`src/rom_pkg.sv`:
```
package rom_pkg;

// SDRAM read port
localparam int SDRAM_AW = 22;
localparam int DATA_W   = 16;

// APB slave bus
localparam int APB_AW = 8;
localparam int APB_DW = 32;

// Register map, byte addresses on the APB bus
localparam logic [APB_AW-1:0] REG_CTRL        = 8'h00;
localparam logic [APB_AW-1:0] REG_STATUS      = 8'h04;
// Slot i offset lives at REG_OFFSET_BASE + 4*i
localparam logic [APB_AW-1:0] REG_OFFSET_BASE = 8'h10;

// Control register bits
localparam int CTRL_ENABLE = 0;
// Self-clearing, always reads back as zero
localparam int CTRL_FLUSH  = 1;

endpackage

```
`src/rom_cfg_regs.sv`:
```
`timescale 1ns/1ps

module rom_cfg_regs #(
    parameter NSLOTS = 4
) (
    input                                          clk,
    input                                          rst,
    // APB slave
    input                                          psel,
    input                                          penable,
    input                                          pwrite,
    input        [rom_pkg::APB_AW-1:0]             paddr,
    input        [rom_pkg::APB_DW-1:0]             pwdata,
    output logic [rom_pkg::APB_DW-1:0]             prdata,
    output                                         pready,
    output                                         pslverr,
    // Pending misses, one bit per slot
    input        [NSLOTS-1:0]                      miss_pending,
    // Configuration
    output       [NSLOTS*rom_pkg::SDRAM_AW-1:0]    slot_offset,
    output logic                                   enable,
    output logic                                   flush
);

localparam int AW    = rom_pkg::SDRAM_AW;
localparam int BW    = rom_pkg::APB_AW;
localparam int SEL_W = NSLOTS > 1 ? $clog2(NSLOTS) : 1;

logic [AW-1:0]    offset_q [NSLOTS];
logic             access;
logic             wr;
logic             ctrl_hit;
logic             status_hit;
logic             ofs_hit;
logic [SEL_W-1:0] ofs_sel;

// Access phase of a transfer, no wait states
assign access     = psel && penable;
assign wr         = access && pwrite;
assign pready     = 1'b1;

assign ctrl_hit   = paddr == rom_pkg::REG_CTRL;
assign status_hit = paddr == rom_pkg::REG_STATUS;

// Offset registers are word aligned, four bytes apart
always_comb begin
    ofs_hit = 1'b0;
    ofs_sel = '0;
    for (int i = 0; i < NSLOTS; i++) begin
        if (paddr == BW'(rom_pkg::REG_OFFSET_BASE + 4 * i)) begin
            ofs_hit = 1'b1;
            ofs_sel = SEL_W'(i);
        end
    end
end

assign pslverr = access && !(ctrl_hit || status_hit || ofs_hit);

// Read mux
always_comb begin
    prdata = '0;
    if (ctrl_hit) begin
        prdata[rom_pkg::CTRL_ENABLE] = enable;
    end else if (status_hit) begin
        prdata[NSLOTS-1:0] = miss_pending;
    end else if (ofs_hit) begin
        prdata[AW-1:0] = offset_q[ofs_sel];
    end
end

always_ff @(posedge clk) begin
    if (rst) begin
        enable <= 1'b0;
        flush  <= 1'b0;
        for (int i = 0; i < NSLOTS; i++) begin
            offset_q[i] <= '0;
        end
    end else begin
        // Single cycle pulse, the access phase lasts one clock
        flush <= wr && ctrl_hit && pwdata[rom_pkg::CTRL_FLUSH];
        if (wr && ctrl_hit) begin
            enable <= pwdata[rom_pkg::CTRL_ENABLE];
        end
        if (wr && ofs_hit) begin
            offset_q[ofs_sel] <= pwdata[AW-1:0];
        end
    end
end

// Flatten for the arbiter
genvar g;
generate
    for (g = 0; g < NSLOTS; g++) begin : g_ofs
        assign slot_offset[g*AW +: AW] = offset_q[g];
    end
endgenerate

endmodule

```
`src/rom_slot.sv`:
```
`timescale 1ns/1ps

module rom_slot #(
    parameter SLOT_AW     = 12,
    parameter CACHE_LINES = 4
) (
    input                              clk,
    input                              rst,
    // Requester side
    input                              cs,
    input        [SLOT_AW-1:0]         addr,
    output       [rom_pkg::DATA_W-1:0] dout,
    output                             ok,
    // Cache control
    input                              flush,
    // Towards the arbiter
    output logic                       miss_req,
    output logic [SLOT_AW-1:0]         miss_addr,
    input                              fill_valid,
    input        [rom_pkg::DATA_W-1:0] fill_data
);

localparam int IDX_W = $clog2(CACHE_LINES);
localparam int TAG_W = SLOT_AW - IDX_W;

logic [TAG_W-1:0]           tag_mem  [CACHE_LINES];
logic [rom_pkg::DATA_W-1:0] data_mem [CACHE_LINES];
logic [CACHE_LINES-1:0]     valid;

logic [IDX_W-1:0] idx;
logic [TAG_W-1:0] tag;
logic [IDX_W-1:0] fill_idx;
logic [TAG_W-1:0] fill_tag;
logic             hit;
logic             start_miss;

// Direct mapped, low bits pick the line
assign idx      = addr[IDX_W-1:0];
assign tag      = addr[SLOT_AW-1:IDX_W];
assign fill_idx = miss_addr[IDX_W-1:0];
assign fill_tag = miss_addr[SLOT_AW-1:IDX_W];

assign hit  = valid[idx] && (tag_mem[idx] == tag);
assign ok   = cs && hit;
assign dout = data_mem[idx];

// New miss only when nothing is outstanding and no flush or fill this cycle
assign start_miss = cs && !hit && !miss_req && !flush && !fill_valid;

// Line storage
always_ff @(posedge clk) begin
    if (fill_valid) begin
        tag_mem[fill_idx]  <= fill_tag;
        data_mem[fill_idx] <= fill_data;
    end
end

// A fill arriving with a flush still lands
always_ff @(posedge clk) begin
    if (rst) begin
        valid <= '0;
    end else begin
        if (flush) begin
            valid <= '0;
        end
        if (fill_valid) begin
            valid[fill_idx] <= 1'b1;
        end
    end
end

always_ff @(posedge clk) begin
    if (rst) begin
        miss_req <= 1'b0;
    end else if (fill_valid || flush) begin
        miss_req <= 1'b0;
    end else if (start_miss) begin
        miss_req <= 1'b1;
    end
end

// Held until the line is filled
always_ff @(posedge clk) begin
    if (start_miss) begin
        miss_addr <= addr;
    end
end

endmodule

```
`src/rom_slot_arbiter.sv`:
```
`timescale 1ns/1ps

module rom_slot_arbiter #(
    parameter NSLOTS  = 4,
    parameter SLOT_AW = 12
) (
    input                                       clk,
    input                                       rst,
    input                                       enable,
    input        [NSLOTS*rom_pkg::SDRAM_AW-1:0] slot_offset,
    // Slot side
    input        [NSLOTS-1:0]                   miss_req,
    input        [NSLOTS*SLOT_AW-1:0]           miss_addr,
    output logic [NSLOTS-1:0]                   fill_valid,
    output logic [rom_pkg::DATA_W-1:0]          fill_data,
    // SDRAM read port
    output logic                                sdram_req,
    output logic [rom_pkg::SDRAM_AW-1:0]        sdram_addr,
    input                                       sdram_ack,
    input                                       data_rdy,
    input        [rom_pkg::DATA_W-1:0]          data_read
);

localparam int AW    = rom_pkg::SDRAM_AW;
localparam int SEL_W = NSLOTS > 1 ? $clog2(NSLOTS) : 1;

typedef enum logic [1:0] {
    IDLE,
    WAIT_ACK,
    WAIT_DATA
} state_t;

state_t           state;
logic [NSLOTS-1:0] pending;
logic             any_pend;
logic [SEL_W-1:0] pick;
logic [SEL_W-1:0] owner;
logic [AW-1:0]    pick_offset;
logic [SLOT_AW-1:0] pick_addr;
logic             grant;
logic             fill_now;

// The slot being filled still shows its request this cycle
assign pending  = miss_req & ~fill_valid;
assign any_pend = |pending;

// Lowest index wins
always_comb begin
    pick = '0;
    for (int i = NSLOTS - 1; i >= 0; i--) begin
        if (pending[i]) begin
            pick = SEL_W'(i);
        end
    end
end

assign pick_offset = slot_offset[pick*AW +: AW];
assign pick_addr   = miss_addr[pick*SLOT_AW +: SLOT_AW];

assign grant    = (state == IDLE) && enable && any_pend;
assign fill_now = (state == WAIT_DATA) && data_rdy;

always_ff @(posedge clk) begin
    if (rst) begin
        state      <= IDLE;
        sdram_req  <= 1'b0;
        fill_valid <= '0;
        owner      <= '0;
    end else begin
        fill_valid <= '0;
        case (state)
            IDLE: begin
                if (grant) begin
                    owner     <= pick;
                    sdram_req <= 1'b1;
                    state     <= WAIT_ACK;
                end
            end
            // Request and address stay put until accepted
            WAIT_ACK: begin
                if (sdram_ack) begin
                    sdram_req <= 1'b0;
                    state     <= WAIT_DATA;
                end
            end
            // Enable is not checked here, the read always completes
            WAIT_DATA: begin
                if (data_rdy) begin
                    fill_valid[owner] <= 1'b1;
                    state             <= IDLE;
                end
            end
            default: begin
                state <= IDLE;
            end
        endcase
    end
end

// Address and data registers
always_ff @(posedge clk) begin
    if (grant) begin
        sdram_addr <= pick_offset + AW'(pick_addr);
    end
    if (fill_now) begin
        fill_data <= data_read;
    end
end

endmodule

```
`src/rom_fetch.sv`:
```
`timescale 1ns/1ps

module rom_fetch #(
    parameter NSLOTS      = 4,
    parameter SLOT_AW     = 12,
    parameter CACHE_LINES = 4
) (
    input                                  clk,
    input                                  rst,
    // APB configuration port
    input                                  psel,
    input                                  penable,
    input                                  pwrite,
    input  [rom_pkg::APB_AW-1:0]           paddr,
    input  [rom_pkg::APB_DW-1:0]           pwdata,
    output [rom_pkg::APB_DW-1:0]           prdata,
    output                                 pready,
    output                                 pslverr,
    // Requesters, packed per slot
    input  [NSLOTS-1:0]                    slot_cs,
    input  [NSLOTS*SLOT_AW-1:0]            slot_addr,
    output [NSLOTS*rom_pkg::DATA_W-1:0]    slot_dout,
    output [NSLOTS-1:0]                    slot_ok,
    // SDRAM read port
    output                                 sdram_req,
    output [rom_pkg::SDRAM_AW-1:0]         sdram_addr,
    input                                  sdram_ack,
    input                                  data_rdy,
    input  [rom_pkg::DATA_W-1:0]           data_read
);

localparam int DW = rom_pkg::DATA_W;

wire [NSLOTS*rom_pkg::SDRAM_AW-1:0] slot_offset;
wire                                enable;
wire                                flush;
wire [NSLOTS-1:0]                   miss_req;
wire [NSLOTS*SLOT_AW-1:0]           miss_addr;
wire [NSLOTS-1:0]                   fill_valid;
wire [DW-1:0]                       fill_data;

rom_cfg_regs #(
    .NSLOTS       ( NSLOTS       )
) u_regs (
    .clk          ( clk          ),
    .rst          ( rst          ),
    .psel         ( psel         ),
    .penable      ( penable      ),
    .pwrite       ( pwrite       ),
    .paddr        ( paddr        ),
    .pwdata       ( pwdata       ),
    .prdata       ( prdata       ),
    .pready       ( pready       ),
    .pslverr      ( pslverr      ),
    .miss_pending ( miss_req     ),
    .slot_offset  ( slot_offset  ),
    .enable       ( enable       ),
    .flush        ( flush        )
);

genvar g;
generate
    for (g = 0; g < NSLOTS; g++) begin : g_slot
        rom_slot #(
            .SLOT_AW     ( SLOT_AW                           ),
            .CACHE_LINES ( CACHE_LINES                       )
        ) u_slot (
            .clk         ( clk                               ),
            .rst         ( rst                               ),
            .cs          ( slot_cs[g]                        ),
            .addr        ( slot_addr[g*SLOT_AW +: SLOT_AW]   ),
            .dout        ( slot_dout[g*DW +: DW]             ),
            .ok          ( slot_ok[g]                        ),
            .flush       ( flush                             ),
            .miss_req    ( miss_req[g]                       ),
            .miss_addr   ( miss_addr[g*SLOT_AW +: SLOT_AW]   ),
            .fill_valid  ( fill_valid[g]                     ),
            .fill_data   ( fill_data                         )
        );
    end
endgenerate

rom_slot_arbiter #(
    .NSLOTS      ( NSLOTS      ),
    .SLOT_AW     ( SLOT_AW     )
) u_arb (
    .clk         ( clk         ),
    .rst         ( rst         ),
    .enable      ( enable      ),
    .slot_offset ( slot_offset ),
    .miss_req    ( miss_req    ),
    .miss_addr   ( miss_addr   ),
    .fill_valid  ( fill_valid  ),
    .fill_data   ( fill_data   ),
    .sdram_req   ( sdram_req   ),
    .sdram_addr  ( sdram_addr  ),
    .sdram_ack   ( sdram_ack   ),
    .data_rdy    ( data_rdy    ),
    .data_read   ( data_read   )
);

endmodule

```
`config.mk`:
```
export PLATFORM = sky130hd
export DESIGN_NAME = rom_fetch
export DESIGN_NICKNAME = d
export VERILOG_FILES = /design/src/rom_pkg.sv /design/src/rom_cfg_regs.sv /design/src/rom_slot.sv /design/src/rom_slot_arbiter.sv /design/src/rom_fetch.sv
export SDC_FILE = /design/constraint.sdc
export NUM_CORES = 1
export LEC_CHECK = 0
export BUFFER_PORTS_ARGS = -buffer_cell sky130_fd_sc_hd__buf_4
export CAP_MARGIN = 20
export CORE_UTILIZATION = 30
export DETAILED_ROUTE_END_ITERATION = 10
export GPL_TIMING_DRIVEN = 0
export PLACE_DENSITY = 0.46
export SLEW_MARGIN = 20
export SYNTH_ARGS = -nofsm -noshare
export SYNTH_HDL_FRONTEND = slang
export SYNTH_SLANG_ARGS = --single-unit
```
`constraint.sdc`:
```
create_clock -name clk -period 3.2 [get_ports clk]
set_clock_uncertainty 0.05 [all_clocks]
set_input_delay 0 -clock clk [delete_from_list [all_inputs] [get_ports clk]]
set_output_delay 0 -clock clk [all_outputs]
set_load 0.02 [all_outputs]
```
* Yosys cells after proc, flatten, opt, wreduce, memory -nomap -nowiden
Memory sizes are Yosys's and may differ from the RTL's.
Cells that the tools add are included.
W data, S select, Z words.
** Cells by class
- $add $sub $neg :: 1
- Multipliers :: 2
- Order comparisons :: 14
- Equal/unequal tests :: 14
- Shift-type cells :: 2
- Multiplexer cells :: 69
- Bitwise logic cells :: 8
- Reductions and logical operators :: 71
** Operators with widths (count)
- $shiftx A88 B8 Y22 :: 1
- $mux W4 :: 13
- $shiftx A48 B7 Y12 :: 1
- $mux W22 :: 2
- $eq A10 B10 Y1 :: 4
- $logic_and A1 B1 Y1 :: 38
- $eq A8 B5 Y1 const B :: 4
- $mux W1 :: 31
- $lt A2 B3 Y1 const B :: 9
- $add A22 B12 Y22 :: 1
- $reduce_or A22 Y1 :: 1
- $mux W21 :: 1
- $mux W2 :: 10
- $mux W18 :: 1
- $or A4 B4 Y4 :: 4
- $logic_not A1 Y1 :: 14
- $demux W1 S2 :: 5
- $ge A2 B1 Y1 const B :: 5
- $bmux W1 S2 :: 4
- $eq A8 B3 Y1 const B :: 1
- $logic_not A8 Y1 :: 1
- $reduce_or A2 Y1 :: 4
- $logic_or A1 B1 Y1 :: 6
- $mul A2 B4 Y6 const B :: 1
- 16 further kinds :: 19
** Storage, ports and cells
- Register bits :: 117
- Bits in writable memories :: 504
- Input port bits :: 115
- Logic and storage cells :: 210
- Memories :: 9
** Memories
- u_regs.offset_q :: words 4, width 22, rd ports 5, clocked after Yosys merged registers in 0, write ports 4, RTL line rom_cfg_regs.sv:29 : logic [AW-1:0] offset_q [NSLOTS];
- g_slot[0].u_slot.data_mem :: words 4, width 16, rd ports 1, clocked after Yosys merged registers in 0, write ports 1, RTL line rom_slot.sv:27 : logic [rom_pkg::DATA_W-1:0] data_mem [CACHE_LINES];
- g_slot[1].u_slot.data_mem :: words 4, width 16, rd ports 1, clocked after Yosys merged registers in 0, write ports 1, RTL line rom_slot.sv:27
- g_slot[2].u_slot.data_mem :: words 4, width 16, rd ports 1, clocked after Yosys merged registers in 0, write ports 1, RTL line rom_slot.sv:27
- g_slot[3].u_slot.data_mem :: words 4, width 16, rd ports 1, clocked after Yosys merged registers in 0, write ports 1, RTL line rom_slot.sv:27
- g_slot[0].u_slot.tag_mem :: words 4, width 10, rd ports 1, clocked after Yosys merged registers in 0, write ports 1, RTL line rom_slot.sv:26 : logic [TAG_W-1:0] tag_mem [CACHE_LINES];
- 3 more memories

* Depth between registers and ports, before layout
- Depth after elaboration :: 11
- Mapped depth :: 16
- Gate-level depth less buffers :: 14

* Hierarchy
A second synthesis with hierarchy kept.
** Second synthesis, totals
- Cell total of the unflattened synthesis :: 1302
- Area, all modules :: 25532.0 µm²
** Modules (own cells, without submodules)
- rom_slot at g_slot[0].u_slot ... :: times used 2, cells each 191, area an instance 4494.3 µm², sequential area each 3583.4 µm²
- rom_slot at g_slot[2].u_slot :: times used 1, cells each 216, area an instance 4579.4 µm², sequential area each 3583.4 µm²
- rom_slot at g_slot[1].u_slot :: times used 1, cells each 208, area an instance 4513.1 µm², sequential area each 3583.4 µm²
- rom_cfg_regs :: times used 1, cells each 288, area an instance 4354.2 µm², sequential area each 2682.6 µm²
- rom_slot_arbiter :: times used 1, cells each 208, area an instance 3096.7 µm², sequential area each 1321.3 µm²

* Worst setup path before layout
Ideal clock, no wire load.
- Kind :: reg-to-reg
- From :: reg g_slot[3].u_slot.miss_req
- To :: reg u_arb.sdram_addr[18] (netlist bit) (data pin)
- Arrival time :: 3.167 ns
- Required time :: 2.888 ns
- Setup slack :: -0.279 ns
- Stages on the path, launching flop included :: 15
- Buffers on the path :: 3
- Clock period less this slack :: 3.479 ns
- Cell sequence :: dfxtp_1 -> nor2b_1 -> o21ai_1 -> a21boi_2 -> buf_6 -> buf_8 -> buf_4 -> mux4_2 -> ha_1 -> nor2b_1 -> o31a_1 -> o211ai_1 -> a31oi_1 -> nor3b_2 -> xor2_1
** On the way
- Word-level cells in the longest chain between the ends :: 8
- Elaborated cells between the ends (all ways) :: 10
- Classes of those cells :: add/sub: 1; mul: 2; shift: 2; mux: 4; bitwise: 1
** RTL lines
- start, declared :: RTL line rom_slot.sv:17 : output logic miss_req,
- start signal, assigned :: RTL line rom_slot.sv:74 : miss_req <= 1'b0;
- start signal, assigned :: RTL line rom_slot.sv:76 : miss_req <= 1'b0;
- start signal, assigned :: RTL line rom_slot.sv:78 : miss_req <= 1'b1;
- $and A4 B4 Y4 (*) :: RTL line rom_slot_arbiter.sv:44 : assign pending = miss_req & ~fill_valid;
- $mux W2 (*) (4 in series) :: RTL line rom_slot_arbiter.sv:51 : if (pending[i]) begin
- $mul A2 B4 Y6 or $mul A2 B2 Y4 (tied branches) :: RTL line rom_slot_arbiter.sv:57, rom_slot_arbiter.sv:58
- $shiftx A88 B8 Y22 or $shiftx A48 B7 Y12 (tied branches) :: RTL line rom_slot_arbiter.sv:57, rom_slot_arbiter.sv:58
- $add A22 B12 Y22 (*) :: RTL line rom_slot_arbiter.sv:103 : sdram_addr <= pick_offset + AW'(pick_addr);
- end signal, assigned :: RTL line rom_slot_arbiter.sv:103
- end, declared :: RTL line rom_slot_arbiter.sv:18 : output logic [rom_pkg::SDRAM_AW-1:0] sdram_addr,
Mark *: on every way between the ends. The rest lies on a longest branch, timed or not.
A chain may end at the register's enable or synchronous reset.

* Worst setup path after layout
Same ends and word-level chain as after synthesis.

==> qor.csv <==
metric,value,unit
maximum vdd drop,0.365,mV
# nets final,1857,
FF-to-FF setup slack,-0.34,ns
Rows,105,
root buffer cell,clkbuf_16,
CORE AREA,0.0825,mm²
vias in the first global route,14200,
largest cells by area after synthesis,"edfxtp_1 70%, mux4_2 15%, dfxtp_1 2.5%, xnor2_1 1.8%, and2_1 1.8%",
WL/cell,23.8,µm
io pins,240,
Vias/cell,4.78,
Yosys warning count,0,
failing checks,negative setup slack,
multi-input logic area,0.00676,mm²
via count,13600,
Synth Flop Type,edfxtp_1,
final count of pins violating max slew,0,
crit-path max cell delay,0.53,ns
H-tree levels,3,
Critical Path RT,3.49,ns
Power per Cell Area,580,mW/mm²
Worst slew margin,0.340,
Max Fclk,0.282,GHz
first-pass GRT wire length,98500,µm
chip height,292,µm
Final Cycle Share,1.11,
fillers,7523,
status,"complete, but fails checks",
synthesized area per cell,20.0,µm²
final worst slack,-0.341,ns
Mapped Cells,1259,
proportion of layout cells with a drive suffix above 1,0.393,
Worst Hold Class,in -> reg,
Leak,11.3,nW
setup violators final,12,
R2R Path Start,g_slot[3].u_slot.miss_req,
Area Overhead vs Synth,30.3,%
Iter 0 DRT Violations,741,
Hold Slack,0.0714,ns
Synth cell types,63,
GP Congestion,0.779,
Placed Area,0.0287,mm²
Hold EP,u_arb.fill_data[8],
sequential area share after synthesis,0.729,
clock-pin slew on the worst setup and hold paths,0.06,ns
largest net degree at the start of global routing,25,
register bit total from synthesis,621,
"Worst Path Class, Setup",reg -> reg,
hold depth,2,
Post-synth EDFFs,590,
crit path max fanout,5,
crit path cell chain,nor2b_4 > o21ai_2 > a21boi_2 > buf_6 > buf_4 > buf_12 > mux4_2 > ha_4 > inv_2 > fa_2 > nor2b_4 > o31a_1 > o211ai_1 > buf_4 > a31oi_4 > nor3b_4 > xor2_1,
Seq. cell area,0.0184,mm²
worst r2r dst,u_arb.sdram_addr[18],
worst hold start,data_read[8],
post-route cell area,0.0328,mm²
Slew @ Worst Pin,0.989,ns
number of routed nets with antenna violations,0,
Crit path arrival time,3.83,ns
R2R depth,17,
largest area contributor in the netlist,edfxtp_1,
Period minus WS final,3.54,ns
leading cell type by number of instances after synthesis,edfxtp_1,
GRT Total Usage,0.159,
DIE AREA,0.0850,mm²
TritonCTS buffer count,70,
crit end category,register,
final wirelength,68100,µm
critical path's slowest cell,mux4_2,
IO buf count,215,
"Clk Latency, worst-skew pair",0.61,ns
clock sinks,621,
buffer depth of the longest clock path,3,
Inst Count DP,2587,
Die X,292,µm
final hold vios,0,
global route overflow,0,
Post-synth top cells,"590 x edfxtp_1, 164 x mux4_2, 71 x and2_1, 51 x xnor2_1, 48 x and3_1",
initial antenna violation count,9,
Post-Layout Cell Count,2856,
RSZ-0062 raised after global routing,yes,
CP startpoint kind,register,
ys async rst share,0,
Post-DP HPWL,47200,µm
Util after Layout,0.397,
Initial Util,0.305,
Max Cap Viol,0,
DRC,0,
share of the synthesized area in the top cell type,0.704,
CTS tree,done,
mapped cell area,0.0252,mm²
Pre-antenna DRT Iters,5,
critical path: cells and delay by family (launching register included):
family / cells / cell delay, ns
flops: 1 / 0.34
buf+inv: 5 / 0.58
mux: 1 / 0.53
xor+xnor: 1 / 0.14
fa+ha+maj: 2 / 0.41
simple gates: 3 / 0.38
compound gates: 5 / 0.86
kinds of logic after synthesis:
logic type / synth area share
adders and majority gates: 0.00676
AOI/OAI and AO/OA: 0.0146
DFF: 0.729
buffers and inverters: 0.0206
xor gates and xnor gates: 0.0205
muxes: 0.147
and+or+nand+nor: 0.0611
other: 0.000299
how the worst max path moves through the flow:
stage / from / to / slack, ns / cells past startpoint
after global placement: u_arb.fill_valid[2] / g_slot[2].u_slot.data_mem[0][8] / -2.22 / 1
after detailed placement: u_arb.fill_valid[0] / u_arb.sdram_addr[21] / -1.08 / 15
after global routing: g_slot[3].u_slot.miss_req / u_arb.sdram_addr[18] / -0.52 / 17
after CTS: g_slot[3].u_slot.miss_req / u_arb.sdram_addr[15] / -0.44 / 16
final: g_slot[3].u_slot.miss_req / u_arb.sdram_addr[18] / -0.34 / 17
after floorplan: g_slot[3].u_slot.miss_req / u_arb.sdram_addr[18] / -0.08 / 14
area by class of cell:
class,instances,share of cell area
Tap cell,1070,0.0408
Clock inverter,40,0.0122
Buffer,72,0.0163
Timing Repair Buffer,390,0.105
Inverter,12,0.00145
Clock buffer,86,0.0581
Multi-Input combinational cell,562,0.206
Sequential cell,621,0.560
Antenna cell,3,0.000229
where the power goes:
| part | switching [mW] | leakage, nW | internal [mW] | total (mW) |
|---|---|---|---|---|
| registers | 0.0941 | 5.63 | 8.97 | 9.06 |
| logic | 0.903 | 4.53 | 0.985 | 1.89 |
| clock network | 3.30 | 1.12 | 4.75 | 8.04 |
| total | 4.30 | 11.3 | 14.7 | 19.0 |
state kept, by name (all words and copies together) (netlist names), 2 cells and up:
name / cells
g_slot.u_slot.data_mem: 256
g_slot.u_slot.miss_addr: 48
g_slot.u_slot.miss_req: 4
g_slot.u_slot.tag_mem: 160
g_slot.u_slot.valid: 16
u_arb.fill_data: 16
u_arb.fill_valid: 4
u_arb.owner: 2
u_arb.sdram_addr: 22
u_arb.state: 2
u_regs.offset_q: 88
metrics by stage:
step	total power, mW	worst slack (ns)	TNS (ns)
global route	19.6	-0.515	-5.12
CTS	19.1	-0.435	-3.55
global placement	10.7	-2.22	-300.39
floorplan	10.2	-0.0824	-0.144
detailed placement	10.7	-1.08	-12.57
finish	19.0	-0.341	-2.94
metal layers:
metal,up-vias,global-route usage,part of all wire
li1,6038,-,-
met1,7149,0.206,0.42
met2,352,0.279,0.51
met3,93,0.0266,0.042
met4,12,0.0374,0.019
met5,-,0,0.00091
placed cells by master, fill, tap and decap left out, drive strengths merged, types with 3 or more instances in the layout:
| cell | count |
|---|---|
| a2111oi | 3 |
| a21oi | 28 |
| a22oi | 4 |
| a31oi | 4 |
| and2 | 73 |
| and3 | 48 |
| buf | 344 |
| bufinv | 6 |
| clkbuf | 107 |
| clkinv | 27 |
| conb | 11 |
| dfxtp | 31 |
| diode | 3 |
| dlygate4sd3 | 97 |
| edfxtp | 590 |
| ha | 12 |
| inv | 17 |
| mux4 | 164 |
| nand2 | 20 |
| nand2b | 7 |
| nand3 | 11 |
| nand3b | 3 |
| nand4 | 11 |
| nor2 | 38 |
| nor2b | 6 |
| nor3 | 14 |
| nor3b | 6 |
| nor4 | 6 |
| o21ai | 6 |
| or2 | 4 |
| xnor2 | 51 |
| xor2 | 8 |
repair_timing:
action,in CTS,in global routing
hold endpoints to repair,175,0
pin swaps,22,14
gates resized for setup,47,30
hold buffers,97,0
setup endpoints to repair,18,28
setup buffers,28,16
Note: power is estimated with default switching activity, not from simulation.
